File: src/design/ae_defines.svh
`ifndef AE_DEFINES_SVH
`define AE_DEFINES_SVH

// datapath widths
`define AE_PIX_W            8
`define AE_BINS             256
`define AE_CNT_W            24
`define AE_WSUM_W           32
`define AE_IDX_W            7

// exposure index and brightness target
`define AE_IDX_MAX          95
`define AE_IDX_DEFAULT      61
`define AE_TARGET_DEFAULT   110
`define AE_TARGET_STEP      20
`define AE_TARGET_HI_LIMIT  230
`define AE_TARGET_LO_LIMIT  40
`define AE_EV_GAIN          32
`define AE_EV_STEP_MAX      8

// bracket offsets around the main index
`define AE_BRACKET_UP       15
`define AE_BRACKET_DN1      10
`define AE_BRACKET_DN2      50

// exposure table rule and output credits
`define AE_IT_UNIT          16
`define AE_IT_MAX           1024
`define AE_AG_UNITY         256
`define AE_AG_STEP          32
`define AE_CREDITS          2

`endif

File: src/design/ae_pkg.sv
`include "ae_defines.svh"

package ae_pkg;

	// ==================================================
	// vector types
	// ==================================================
	typedef logic [`AE_PIX_W-1:0]  pix_t;      // luminance, also bin number
	typedef logic [`AE_CNT_W-1:0]  bin_cnt_t;
	typedef logic [`AE_WSUM_W-1:0] wsum_t;
	typedef logic [`AE_IDX_W-1:0]  exp_idx_t;
	typedef logic signed [5:0]     ev_step_t;  // holds +-AE_EV_STEP_MAX
	typedef logic [7:0]            target_t;
	typedef logic [15:0]           cfg_word_t;
	typedef logic [1:0]            bracket_t;

	// ==================================================
	// state machines
	// ==================================================
	typedef enum logic {
		HIST_COLLECT,
		HIST_READOUT
	} hist_state_t;

	typedef enum logic [1:0] {
		EV_IDLE,
		EV_DIV_MEAN,
		EV_DIV_STEP,
		EV_UPDATE
	} ev_state_t;

	typedef enum logic {
		SND_IDLE,
		SND_SEND
	} send_state_t;

endpackage

File: src/design/ae_divider.sv
`timescale 1ns/1ps
`include "ae_defines.svh"

module ae_divider (
	input  logic          pix_clk,
	input  logic          reset,
	input  logic          div_start,
	input  ae_pkg::wsum_t dividend,
	input  ae_pkg::wsum_t divisor,
	output logic          div_done,
	output ae_pkg::wsum_t quotient
);
	import ae_pkg::*;

	localparam int CNT_W = $clog2(`AE_WSUM_W + 1);

	logic               busy_q;
	logic [CNT_W-1:0]   bit_cnt;
	wsum_t              rem_q;
	wsum_t              quo_q;   // dividend shifts out, quotient shifts in
	wsum_t              dvs_q;
	logic [`AE_WSUM_W:0] rem_sh;
	logic [`AE_WSUM_W:0] trial;
	logic               fits;

	assign rem_sh = {rem_q, quo_q[`AE_WSUM_W-1]};
	assign trial  = rem_sh - {1'b0, dvs_q};
	assign fits   = rem_sh >= {1'b0, dvs_q};

	always_ff @(posedge pix_clk or posedge reset)
	begin
		if (reset)
		begin
			busy_q   <= 1'b0;
			bit_cnt  <= '0;
			div_done <= 1'b0;
		end
		else
		begin
			div_done <= 1'b0;
			if (div_start)
			begin
				busy_q  <= 1'b1;
				bit_cnt <= CNT_W'(`AE_WSUM_W);
			end
			else if (busy_q)
			begin
				bit_cnt <= bit_cnt - 1'b1;
				if (bit_cnt == CNT_W'(1))
				begin
					busy_q   <= 1'b0;
					div_done <= 1'b1;
				end
			end
		end
	end

	// ==================================================
	// restoring step, one quotient bit per cycle
	// ==================================================
	always_ff @(posedge pix_clk)
	begin
		if (div_start)
		begin
			rem_q <= '0;
			quo_q <= dividend;
			dvs_q <= divisor;
		end
		else if (busy_q)
		begin
			rem_q <= fits ? trial[`AE_WSUM_W-1:0] : rem_sh[`AE_WSUM_W-1:0];
			quo_q <= {quo_q[`AE_WSUM_W-2:0], fits};
			if (bit_cnt == CNT_W'(1) && dvs_q == '0)
				quo_q <= '0;   // divide by zero reads as zero
		end
	end

	assign quotient = quo_q;

	a_start_when_idle: assert property (@(posedge pix_clk) disable iff (reset)
		div_start |-> !busy_q);

endmodule

File: src/design/ae_ev_control.sv
`timescale 1ns/1ps
`include "ae_defines.svh"

module ae_ev_control (
	input  logic               pix_clk,
	input  logic               reset,
	input  logic               ref_bri_up,
	input  logic               ref_bri_down,
	input  logic               stats_valid,
	input  ae_pkg::bin_cnt_t   pix_count,
	input  ae_pkg::wsum_t      weighted_sum,
	output logic               brackets_valid,
	output ae_pkg::exp_idx_t   bracket_idx0,
	output ae_pkg::exp_idx_t   bracket_idx1,
	output ae_pkg::exp_idx_t   bracket_idx2,
	output ae_pkg::exp_idx_t   bracket_idx3
);
	import ae_pkg::*;

	logic [2:0] up_d;
	logic [2:0] dn_d;
	logic       up_rise;
	logic       dn_rise;
	target_t    target_q;
	target_t    target_snap;   // target seen on stats_valid
	ev_state_t  ev_state;
	logic       boot_q;

	logic       div_start;
	wsum_t      dividend;
	wsum_t      divisor;
	logic       div_done;
	wsum_t      quotient;

	logic       mean_gt;
	wsum_t      mean_gap;
	logic       step_neg;
	ev_step_t   step_mag;
	ev_step_t   step_q;
	exp_idx_t   idx_q;
	logic signed [`AE_IDX_W+1:0] idx_sum;
	exp_idx_t   idx_next;

	// ==================================================
	// brightness target
	// ==================================================
	assign up_rise = up_d[1] & ~up_d[2];
	assign dn_rise = dn_d[1] & ~dn_d[2];

	always_ff @(posedge pix_clk or posedge reset)
	begin
		if (reset)
		begin
			up_d     <= '0;
			dn_d     <= '0;
			target_q <= target_t'(`AE_TARGET_DEFAULT);
		end
		else
		begin
			up_d <= {up_d[1:0], ref_bri_up};   // two-flop sync plus edge flop
			dn_d <= {dn_d[1:0], ref_bri_down};
			if (up_rise && target_q <= target_t'(`AE_TARGET_HI_LIMIT))
				target_q <= target_q + target_t'(`AE_TARGET_STEP);
			else if (dn_rise && target_q >= target_t'(`AE_TARGET_LO_LIMIT))
				target_q <= target_q - target_t'(`AE_TARGET_STEP);
		end
	end

	// ==================================================
	// mean and step divisions
	// ==================================================
	assign mean_gt  = quotient > wsum_t'(target_snap);
	assign mean_gap = mean_gt ? quotient - wsum_t'(target_snap)
	                          : wsum_t'(target_snap) - quotient;
	assign step_mag = (quotient > wsum_t'(`AE_EV_STEP_MAX)) ? ev_step_t'(`AE_EV_STEP_MAX)
	                                                        : ev_step_t'(quotient);

	always_ff @(posedge pix_clk)
	begin
		if (ev_state == EV_IDLE && stats_valid)
		begin
			target_snap <= target_q;
			dividend    <= weighted_sum;
			divisor     <= wsum_t'(pix_count);
		end
		else if (ev_state == EV_DIV_MEAN && div_done)
		begin
			dividend <= wsum_t'(`AE_EV_GAIN) * mean_gap;
			divisor  <= wsum_t'(target_snap);
			step_neg <= mean_gt;   // too bright, step down
		end
		else if (ev_state == EV_DIV_STEP && div_done)
			step_q <= step_neg ? -step_mag : step_mag;
	end

	ae_divider div_i (
		.pix_clk   (pix_clk),
		.reset     (reset),
		.div_start (div_start),
		.dividend  (dividend),
		.divisor   (divisor),
		.div_done  (div_done),
		.quotient  (quotient)
	);

	// index clamp
	assign idx_sum = $signed({2'b00, idx_q}) + step_q;
	always_comb
	begin
		if (idx_sum < 0)
			idx_next = '0;
		else if (idx_sum > `AE_IDX_MAX)
			idx_next = exp_idx_t'(`AE_IDX_MAX);
		else
			idx_next = idx_sum[`AE_IDX_W-1:0];
	end

	always_ff @(posedge pix_clk or posedge reset)
	begin
		if (reset)
		begin
			ev_state       <= EV_IDLE;
			div_start      <= 1'b0;
			idx_q          <= exp_idx_t'(`AE_IDX_DEFAULT);
			boot_q         <= 1'b0;
			brackets_valid <= 1'b0;
		end
		else
		begin
			boot_q         <= 1'b1;
			brackets_valid <= ~boot_q;   // one burst at the default index
			div_start      <= 1'b0;
			case (ev_state)
				EV_IDLE:
					if (stats_valid)
					begin
						div_start <= 1'b1;
						ev_state  <= EV_DIV_MEAN;
					end
				EV_DIV_MEAN:
					if (div_done)
					begin
						div_start <= 1'b1;
						ev_state  <= EV_DIV_STEP;
					end
				EV_DIV_STEP:
					if (div_done)
						ev_state <= EV_UPDATE;
				EV_UPDATE:
				begin
					idx_q          <= idx_next;
					brackets_valid <= 1'b1;
					ev_state       <= EV_IDLE;
				end
				default:
					ev_state <= EV_IDLE;
			endcase
		end
	end

	// brackets follow the index
	assign bracket_idx0 = (idx_q >= `AE_IDX_MAX - `AE_BRACKET_UP) ? exp_idx_t'(`AE_IDX_MAX)
	                                                            : idx_q + exp_idx_t'(`AE_BRACKET_UP);
	assign bracket_idx1 = idx_q;
	assign bracket_idx2 = (idx_q <= `AE_BRACKET_DN1) ? '0 : idx_q - exp_idx_t'(`AE_BRACKET_DN1);
	assign bracket_idx3 = (idx_q <= `AE_BRACKET_DN2) ? '0 : idx_q - exp_idx_t'(`AE_BRACKET_DN2);

endmodule

File: config.mk
export PLATFORM = sky130hd
export DESIGN_NAME = ae_ev_control
export DESIGN_NICKNAME = d
export VERILOG_FILES = /design/src/design/ae_pkg.sv /design/src/design/ae_divider.sv /design/src/design/ae_ev_control.sv
export VERILOG_INCLUDE_DIRS = /design/src /design/src/design
export SDC_FILE = /design/constraint.sdc
export NUM_CORES = 1
export LEC_CHECK = 0
export ABC_CLOCK_PERIOD_IN_PS = 8000
export BUFFER_PORTS_ARGS = -buffer_cell sky130_fd_sc_hd__buf_2
export CORE_ASPECT_RATIO = 1.25
export CORE_UTILIZATION = 55
export CTS_CLUSTER_SIZE = 14
export DETAILED_ROUTE_END_ITERATION = 8
export GPL_ROUTABILITY_DRIVEN = 0
export PLACE_DENSITY_LB_ADDON = 0.1
export SLEW_MARGIN = 20
export SYNTH_ARGS = -nofsm -noshare
export SYNTH_HDL_FRONTEND = slang
export SYNTH_SLANG_ARGS = --single-unit
export TNS_END_PERCENT = 1
File: constraint.sdc
create_clock -name pix_clk -period 8 [get_ports pix_clk]
set_input_delay 0.8 -clock pix_clk [delete_from_list [all_inputs] [get_ports pix_clk]]
set_output_delay 0.8 -clock pix_clk [all_outputs]
set_load 0.01 [all_outputs]
Word-level counts from Yosys, hierarchy flattened
Cells that the tools add are included.
{"block": "totals", "reg_bits": 193, "inputBits": 61, "output_inout_bits": 29, "wordCells": 102}
{"block": "op_classes", "add_sub_neg": 11, "order_cmp": 10, "n_eq_ne": 7, "mux": 34, "bitwise_logic": 7, "n_reduce_logical": 14}
{"op": "$mux W32", "n": 6}
{"op": "$mux W24", "n": 2}
{"op": "$mux W7", "n": 5}
{"op": "$ge A33 B24 Y1", "n": 1}
{"op": "$gt A32 B4 Y1 const B", "n": 1}
{"op": "$gt A32 B8 Y1", "n": 1}
{"op": "$logic_not A32 Y1", "n": 1}
{"op": "$sub A32 B24 Y32", "n": 1}
{"op": "$mux W27", "n": 1}
{"op": "$sub A27 B8 Y27", "n": 1}
{"op": "$sub A8 B27 Y27", "n": 1}
{"op": "$mux W6", "n": 4}
{"op": "$mux W8", "n": 2}
{"op": "$add A8 B6 Y9", "n": 1}
{"op": "$gt A9 B8 Y1 const B", "n": 1}
{"op": "$lt A9 B1 Y1 const B", "n": 1}
{"op": "$mux W1", "n": 9}
{"op": "$add A8 B5 Y8 const B", "n": 1}
{"op": "$ge A8 B6 Y1 const B", "n": 1}
{"op": "$le A8 B8 Y1 const B", "n": 1}
{"op": "$pmux W2 S4", "n": 1}
{"op": "$sub A8 B5 Y8 const B", "n": 1}
{"op": "$add A7 B4 Y7 const B", "n": 1}
{"op": "$ge A7 B7 Y1 const B", "n": 1}
{"op": "other kinds (20)", "n": 37}

Depth between registers and ports, before layout
Gate-level depths: netlist (run 1).
{"block": "logic_depth", "depth_word": 5, "mapped_depth": 13, "depth_no_buf": 11}

Modules after synthesis
From an unflattened synthesis (run 1), not the netlist that was laid out.
{"block": "unflattened", "hier_cells": 1150, "area_unflattened_um2": 11617.4}
{"module": "ae_divider", "instances": 1, "cells_each": 604, "area_per_inst_um2": 6017.0, "seq_area_each_um2": 2762.6}
{"module": "ae_ev_control", "instances": 1, "cells_each": 546, "area_per_inst_um2": 5600.4, "seq_area_each_um2": 2683.8}

Worst setup path after synthesis (run 1)
No wires, ideal clock.
{"block": "synth_path", "kind": "register to register", "startpoint": "reg div_i.quo_q[21], in the netlist div_i.quotient[21]", "endpoint": "reg dividend[12] (data pin)", "setup_time_ns": 0.268, "arrival_ns": 3.110, "required_time_ns": 7.732, "slack_ns": 4.622, "stages_incl_launch_ff": 10, "n_path_buf": 1, "synth_period_minus_slack_ns": 3.378, "cell_sequence": "edfxtp_1 > or4_1 > or4_4 > or4_4 > a31o_1 > buf_2 > or3b_1 > a31oi_1 > xor2_1 > o21ai_0"}
{"block": "synth_between", "elab_chain_len": 4}
{"element": "from (decl)", "line_no": "ae_divider.sv:20", "rtl": "wsum_t quo_q;"}
{"element": "from (signal assigned)", "line_no": "ae_divider.sv:66", "rtl": "quo_q <= dividend;"}
{"element": "from (signal assigned)", "line_no": "ae_divider.sv:72", "rtl": "quo_q <= {quo_q[`AE_WSUM_W-2:0], fits};"}
{"element": "$gt A32 B8 Y1", "line_no": "ae_ev_control.sv:72", "rtl": "assign mean_gt = quotient > wsum_t'(target_snap);"}
{"element": "$mux W27", "line_no": "ae_ev_control.sv:73", "rtl": "assign mean_gap = mean_gt ? quotient - wsum_t'(target_snap)"}
{"element": "$mux W32", "line_no": "ae_ev_control.sv:86", "rtl": "else if (ev_state == EV_DIV_MEAN && div_done)"}
{"element": "$mux W32", "line_no": "ae_ev_control.sv:80", "rtl": "if (ev_state == EV_IDLE && stats_valid)"}
{"element": "to (signal assigned)", "line_no": "ae_ev_control.sv:83", "rtl": "dividend <= weighted_sum;"}
{"element": "to (signal assigned)", "line_no": "ae_ev_control.sv:88", "rtl": "dividend <= wsum_t'(`AE_EV_GAIN) * mean_gap;"}
{"element": "to (decl)", "line_no": "ae_ev_control.sv:30", "rtl": "wsum_t dividend;"}
Every way passes these cells. The select of a mux whose other input is x is not followed.
A chain may end at the register's enable or synchronous reset.

Worst setup path in the final report (run 1)
{"block": "layout_path", "startpoint": "reg div_i.quo_q[21], in the netlist div_i.quotient[21]", "endpoint": "reg dividend[31] (data pin)"}
{"block": "layout_between", "elab_chain_len": 4, "elab_cells_between_ends": 6, "cone_classes": "2 x add/sub; 1 x order compare; 3 x mux"}
{"element": "$sub A8 B27 Y27, or another cell as far along", "line_no": "ae_ev_control.sv:74", "rtl": ": wsum_t'(target_snap) - quotient;"}
{"element": "$mux W27 (*)", "line_no": "ae_ev_control.sv:73"}
{"element": "$mux W32 (*)", "line_no": "ae_ev_control.sv:86"}
{"element": "$mux W32 (*)", "line_no": "ae_ev_control.sv:80"}
Mark *: on every way between the ends. The rest lies on a longest branch, timed or not. The select of a mux whose other input is x is not followed.

==> results by group, run 1 <==
Routing
  • Initial DRT Pass Iterations: 5
  • Antenna-violating nets left: 0
  • Drt via density: 5.88
  • Avg WL per Cell: 17.3 µm
  • DRT iter0 DRCs: 547
  • # DRC: 0
  • Via Count: 8810
  • WL final: 25900 µm

Cells and area
  • FILL cells: 1669
  • P&R area growth vs syn: 11.2%
  • Sequential cell area: 5210 µm²
  • Fraction of layout cells with a size suffix above 1: 0.132
  • Multi-input logic area: 5440 µm²
  • Fin cells: 1498
  • Diodes inserted: 0
  • Nets: 1348

CTS
  • Cts repair resizes: 0
  • Worst skew pair latency: 450 ps
  • CTS Hold Bufs: 0
  • Clock H-tree levels: 4
  • Clk buf depth: 2
  • Root Driver: clkbuf_16
  • Clock slew at reported path FFs: 80 ps
  • # Post-CTS Setup Buffers: 0
  • Sinks on Clock Net: 189
  • CTS tree: yes
  • Num CTS Buffers: 17

Synthesis
  • Cells after synthesis: 1160
  • Mapped Area: 11100 µm²
  • Asr flop ratio synth: 0.169
  • Sequential fraction of the synthesis area: 0.467
  • #FFs+latches synth: 189
  • Post-Syn Nets: 1288
  • Synth warnings: 0
  • EDFF count, synth: 125
  • Netlist cell types: 73
  • Top_reg_cell synth: edfxtp_1
  • Syn Area/Cell: 9.61 µm²

GRT
  • Vias in the first global route: 8612
  • Pin count of the biggest net entering global routing: 65
  • Gr usage total: 0.258
  • Gr ovfl total: 0
  • Initial antenna violation count: 0
  • First-pass GRT wire length: 41700 µm

Power and ir drop
  • Share of power burned in registers: 0.521
  • Lkg Pwr: 5.11 nW
  • Clk pwr share: 0.427
  • Sw Ratio: 0.254
  • Pwr Density: 168 nW/µm²
  • P_sw: 0.000527 W
  • Total power: 0.00208 W
  • P_int: 0.00155 W
  • Max VDD drop: 0.179 mV
  • Gate power share: 0.052

Die
  • Die X: 129 µm
  • Initial core utilization: 0.566
  • Die area: 20800 µm²
  • Core ar.: 19700 µm²
  • Die Ht: 161 µm
  • Num ports: 90
  • # rows: 57

Hold path
  • Worst Hold End: dn_d[1]
  • HP Class: flip-flop to flip-flop
  • Hold Path Depth: 0
  • Hold_sp: dn_d[0]

Critical path
  • CP Cell Sequence: or4_1, or4_4, or4_4, a31o_1, a31o_1, a2111oi_2, xnor2_1, a21oi_1
  • WP data arrival: 4210 ps
  • Crit Reg-Reg Startpoint: div_i.quotient[21]
  • Reg2Reg Depth: 8
  • Worst setup EP type: flip-flop
  • R2r setup slk: 3950 ps
  • CP required: 8160 ps
  • Kind of critical path: flip-flop to flip-flop
  • Worst path bufs/invs: 0
  • Slowest stage delay, CP: 600 ps
  • Reg2reg end: dividend[31]
  • Critical path startpoint category: flip-flop
  • Slowest-stage cell, CP: or4_1
  • Worst path top cell family by delay: simple AND/OR/NAND/NOR gates
  • Max FO, Critical Path: 30

STA
  • Setup TNS: 0 ps
  • Min Tclk post-route: 4050 ps
  • Max transition margin: 0.306
  • Worst Max-Slew Pin Slew: 1040 ps
  • Final Skew: 13.5 ps
  • Setup Viol. Count Final: 0
  • Unrepaired setup endpoints after global routing: false
  • Fmax: 247 MHz
  • Final Slew Violations: 0
  • Fin. Hold Viols: 0
  • Final Cycle Share: 0.507

Placed design
  • Placed Cells: 1466
  • Post-detail-place hpwl: 18300 µm
  • Number of buffers added on ports: 89

Job
  • Max_cap viols: 0

Run status
  • Status: finished clean
==> flip-flops by register name, indices dropped and copies added, names as in the netlist, 6 cells and up <==
name,count
divisor,24
div_i.bit_cnt,6
dividend,32
div_i.dvs_q,24
div_i.quotient,32
target_snap,6
bracket_idx1,7
div_i.rem_q,32
step_q,6
target_q,6
==> routing by layer <==
metal / up-vias / share of wire / global-route usage
li1: 4341 / - / -
met1: 4219 / 0.42 / 0.307
met2: 193 / 0.52 / 0.456
met3: 57 / 0.032 / 0.0335
met4: 0 / 0.033 / 0.126
met5: - / 0 / 0
==> cell usage in the layout, fill, tap and decap left out, drive strengths merged, types with 19 or more instances in the layout <==
cell    synthesis  final
a21oi          59     59
a22o           32     32
a311oi         20     20
and3           28     28
buf             6     95
dfrtp          23     23
dfxtp          32     32
edfxtp        125    125
ha             63     63
inv            78     87
nand2         143    143
nand3          22     22
nor2          103    103
nor3           21     21
nor4           19     19
o21ai          68     68
xnor2          49     49
==> cells in the mapped netlist (9+ instances only) <==
master / instances / share of area
nor4_1: 19 / 0.011
nand2b_1: 13 / 0.0073
nand2_1: 143 / 0.048
nand3_1: 22 / 0.0099
o21ai_0: 67 / 0.030
nor2_1: 103 / 0.035
a21o_1: 13 / 0.0088
a21oi_1: 59 / 0.026
dfxtp_1: 32 / 0.057
xor2_1: 15 / 0.012
edfxtp_1: 125 / 0.34
a311oi_1: 20 / 0.016
inv_1: 78 / 0.026
nor2b_1: 9 / 0.0050
dfrtp_1: 23 / 0.052
a211oi_1: 14 / 0.0094
clkbuf_1: 48 / 0.016
xnor2_1: 49 / 0.038
nand4_1: 13 / 0.0073
and3_1: 28 / 0.016
nor3_1: 21 / 0.0094
ha_1: 63 / 0.071
dfstp_2: 9 / 0.021
a22o_1: 32 / 0.025
or3_1: 13 / 0.0073
==> logic make-up after synthesis <==
| group | after synthesis | share of synthesized area |
|---|---|---|
| AND/OR/NAND/NOR | 415 | 0.176 |
| other | 1 | 0.000336 |
| adder cells (fa/ha/maj) | 67 | 0.0779 |
| buffers and inverters | 133 | 0.0457 |
| XOR/XNOR | 64 | 0.0503 |
| multiplexers | 12 | 0.0113 |
| flip-flops | 189 | 0.467 |
| AO/OA/AOI/OAI | 279 | 0.171 |
==> how the worst max path moves through the flow <==
stage / from / endpoint / slack, ps / depth (start not counted)
after floorplan: div_i.quotient[21] / dividend[12] / 4620 / 9
after global placement: div_i.quotient[21] / dividend[31] / 3980 / 8
after detailed placement: div_i.quotient[21] / dividend[31] / 3990 / 8
after CTS: div_i.quotient[21] / dividend[31] / 3980 / 8
after global routing: div_i.quotient[21] / dividend[31] / 3740 / 8
final: div_i.quotient[21] / dividend[31] / 3950 / 8
==> area by class of cell <==
type	instances	share of cell area
Inverter	79	0.0239
Tap cell	265	0.0267
Sequential cell	189	0.420
Timing Repair Buffer	95	0.0396
Clock inverter	15	0.0165
Multi-Input combinational cell	838	0.439
Clock buffer	17	0.0343
==> power by group through the flow <==
stage	logic, W	registers (W)	clock network (W)
floorplan	0.0000809	0.00110	0
global placement	0.000106	0.00110	0
detailed placement	0.000110	0.00111	0
CTS	0.000111	0.00108	0.000906
global route	0.000125	0.00109	0.000934
finish	0.000109	0.00108	0.000888
==> stage by stage <==
stage / setup slack (ps) / util / cell area (µm²) / hold WS [ps]
finish: 3950 / 0.630 / 12400 / 359
global route: 3740 / 0.630 / 12400 / 365
CTS: 3980 / 0.630 / 12400 / 363
detailed placement: 3990 / 0.598 / 11800 / 344
global placement: 3980 / 0.598 / 11800 / 336
floorplan: 4620 / - / 11100 / 331
No activity file was read; power rests on OpenSTA's default activity.
==> run 2, diff against run 1 <==
- ABC_AREA: unset -> 1
- ABC_CLOCK_PERIOD_IN_PS: 8000 -> 3800
- clock period: 8 -> 3.8 ns (I/O delays scaled with it)
==> results by group, run 2 <==
CTS
  • Worst skew pair latency: 450 ps (about the same)
  • Root Driver: clkbuf_16 (unchanged)
  • Clock slew at reported path FFs: 90 ps (was 80 ps)
  • Sinks on Clock Net: 189 (unchanged)
  • CTS tree: yes (unchanged)
  • Clock H-tree levels: 4 (unchanged)
  • Num CTS Buffers: 17 (unchanged)
  • Clk buf depth: 2 (unchanged)

STA
  • Max transition margin: 0.308 (was 0.306)
  • Min Tclk post-route: 2850 ps
  • Fin. Hold Viols: 0 (unchanged)
  • Worst Max-Slew Pin Slew: 1030 ps (was 1040 ps)
  • Final Skew: 13.9 ps (was 13.5 ps)
  • Final Slew Violations: 0 (unchanged)
  • Final Cycle Share: 0.751
  • Fmax: 351 MHz
  • Setup Viol. Count Final: 0 (unchanged)
  • Unrepaired setup endpoints after global routing: false (unchanged)
  • Setup TNS: 0 ps (unchanged)

Power and ir drop
  • Pwr Density: 865 nW/µm² (was 168 nW/µm²)
  • Max VDD drop: 0.417 mV (was 0.179 mV)
  • Lkg Pwr: 7.09 nW (was 5.11 nW)

Critical path
  • Reg2Reg Depth: 11 (was 8)
  • Most used cell along the critical path: nor3_1
  • WP data arrival: 2470 ps (was 4210 ps)
  • Max FO, Critical Path: 7 (was 30)
  • Reg2reg end: div_i.rem_q[16] (was dividend[31])
  • Worst path bufs/invs: 2 (was 0)
  • CP Cell Sequence: inv_1, ha_1, nor2_1, a21boi_0, nor3_1, nor3_1, buf_2 (was or4_1, or4_4, or4_4, a31o_1, a31o_1, a2111oi_2, xnor2_1, a21oi_1)
  • Slowest-stage cell, CP: dfrtp_1 (was or4_1)
  • Crit Reg-Reg Startpoint: div_i.dvs_q[17] (was div_i.quotient[21])
  • Slowest stage delay, CP: 510 ps (was 600 ps)
  • R2r setup slk: 950 ps (was 3950 ps)
  • Critical path depth: 7 (was 8)
  • Worst setup EP type: primary output (was flip-flop)
  • Worst path top cell family by delay: simple AND/OR/NAND/NOR gates (unchanged)
  • CP required: 3420 ps (was 8160 ps)
  • Kind of critical path: flip-flop to primary output (was flip-flop to flip-flop)
  • Critical path startpoint category: flip-flop (unchanged)
  • Crit path to: bracket_idx2[4] (was dividend[31])
  • CP startpoint: bracket_idx1[1] (was div_i.quotient[21])

Cells and area
  • P&R area growth vs syn: 10.6% (was 11.2%)
  • Most common cell after layout, fill and taps aside: nand2_1 (unchanged)
  • Commonest non-fill, non-tap cells in the layout: nand2_1 (634), inv_1 (282), nor2_1 (149) (was nand2_1 (142), edfxtp_1 (125), nor2_1 (102))
  • Final core utilization: 0.623 (was 0.630)
  • Fraction of layout cells with a size suffix above 1: 0.0954 (was 0.132)
  • Fin cells: 2127 (was 1498)
  • Nets: 1959 (was 1348)
  • Diodes inserted: 0 (unchanged)

Job
  • Max_cap viols: 0 (unchanged)

Routing
  • # DRC: 0 (unchanged)
  • Avg WL per Cell: 15.0 µm (was 17.3 µm)
  • WL final: 31900 µm (was 25900 µm)
  • DRT iter0 DRCs: 723 (was 547)
  • Antenna-violating nets left: 0 (unchanged)
  • Initial DRT Pass Iterations: 6 (was 5)
  • Drt via density: 5.31 (was 5.88)
  • Via Count: 11.3k (was 8810)

Hold path
  • HP Class: input port to flip-flop (was flip-flop to flip-flop)

GRT
  • Initial antenna violation count: 0 (unchanged)
  • Gr usage total: 0.285 (was 0.258)
  • Vias in the first global route: 10.7k (was 8612)
  • Gr ovfl total: 0 (unchanged)
  • First-pass GRT wire length: 51600 µm (was 41700 µm)
  • Pin count of the biggest net entering global routing: 61 (was 65)

Synthesis
  • Cell accounting for the most synthesized area: edfxtp_1 (unchanged)
  • Cells after synthesis: 1750 (was 1160)
  • Asr flop ratio synth: 0.169 (unchanged)
  • Netlist cell types: 53 (was 73)
  • Mapped Area: 12600 µm² (was 11100 µm²)
  • Post-Syn Nets: 1878 (was 1288)
  • Top cell type's share of synthesized area: 0.298 (was 0.337)
  • Most frequent cell after synthesis: nand2_1 (unchanged)
  • Commonest cells post-synth: nand2_1 (635), inv_1 (283), nor2_1 (151), nand3_1 (135), edfxtp_1 (125) (was nand2_1 (143), edfxtp_1 (125), nor2_1 (103), inv_1 (78), o21ai_0 (67))
  • EDFF count, synth: 125 (unchanged)
  • #FFs+latches synth: 189 (unchanged)
  • Syn Area/Cell: 7.20 µm² (was 9.61 µm²)
  • Synth warnings: 0 (unchanged)
  • Top_reg_cell synth: edfxtp_1 (unchanged)
  • Sequential fraction of the synthesis area: 0.413 (was 0.467)
  • Dominant cells by area after synthesis: edfxtp_1 (30%), nand2_1 (19%), inv_1 (8.4%), ha_1 (6.3%), nand3_1 (5.4%) (was edfxtp_1 (34%), ha_1 (7.1%), dfxtp_1 (5.7%), dfrtp_1 (5.2%), nand2_1 (4.8%))

Placed design
  • Post-detail-place hpwl: 24000 µm (was 18300 µm)
  • Number of buffers added on ports: 89 (unchanged)
  • Placed Cells: 2094 (was 1466)

Run status
  • Status: finished clean (unchanged)

Die
  • # rows: 61 (was 57)
  • Core ar.: 22400 µm² (was 19700 µm²)
  • Die area: 23500 µm² (was 20800 µm²)
  • Num ports: 90 (unchanged)
  • Initial core utilization: 0.563 (was 0.566)
  • Die Ht: 171 µm (was 161 µm)
  • Die X: 137 µm (was 129 µm)
[run 2: power breakdown]
part | switching [W] | leakage [nW] | total [W] | internal, W
sequential | 0.000632 | 1.83 | 0.00379 | 0.00316
clock | 0.000965 | 0.303 | 0.00188 | 0.000915
combinational | 0.00417 | 4.96 | 0.00639 | 0.00222
[run 2: cells by family (layout without fill, tap and decap cells)]
family / count (synthesis) / count (layout) / share of synthesized area
AND/OR/NAND/NOR: 1016 / 1016 / 0.338
buffers and inverters: 323 / 417 / 0.101
flip-flops: 189 / 189 / 0.413
AO/OA/AOI/OAI: 114 / 114 / 0.0508
adder cells (fa/ha/maj): 67 / 67 / 0.0689
XOR/XNOR: 39 / 39 / 0.0271
other: 1 / 1 / 0.000298
multiplexers: 1 / 1 / 0.000894
[run 2: worst min path at each step]
stage,end,start,depth (start not counted),slack (ps)
after floorplan,dn_d[1],dn_d[0],0,330
after global placement,up_d[1],up_d[0],0,330
after detailed placement,dn_d[1],dn_d[0],0,350
after CTS,up_d[0],ref_bri_up,1,10
after global routing,dn_d[0],ref_bri_down,1,9
final,up_d[0],ref_bri_up,1,30
[run 2: layout make-up]
cell class	count	area (µm²)
timing repair buffer	99	523
sequential	189	5210
clock inverter	15	209
clock buffer	17	425
multi-input combinational	1238	6150
tap	283	354
inverter	286	1070
fill	2080	8420
[run 2: through the flow]
stage               power (W)  worst slack (ps)  instance area, µm²  hold slack (ps)
finish                 0.0121               947               13900             26.3
global route           0.0131               677               13900             8.87
CTS                    0.0120               948               13900             10.8
detailed placement     0.0101               978               13300              346
global placement      0.00998              1050               13300              332
floorplan             0.00842               138               12600              331
[run 2: metal layers]
layer / vias to the layer above / global-route usage / wire length, µm
met3: 104 / 0.0395 / 1640
met4: 0 / 0.138 / 1400
met1: 5139 / 0.338 / 13000
met2: 364 / 0.502 / 15900
met5: - / 0 / 0
li1: 5688 / - / -
[run 2: repair_timing]
action / CTS / global route
hold buffers: 1 / 0
buffers inserted: 0 / 0
gates resized for setup: 0 / 0
endpoints found under the hold margin: 8 / 0
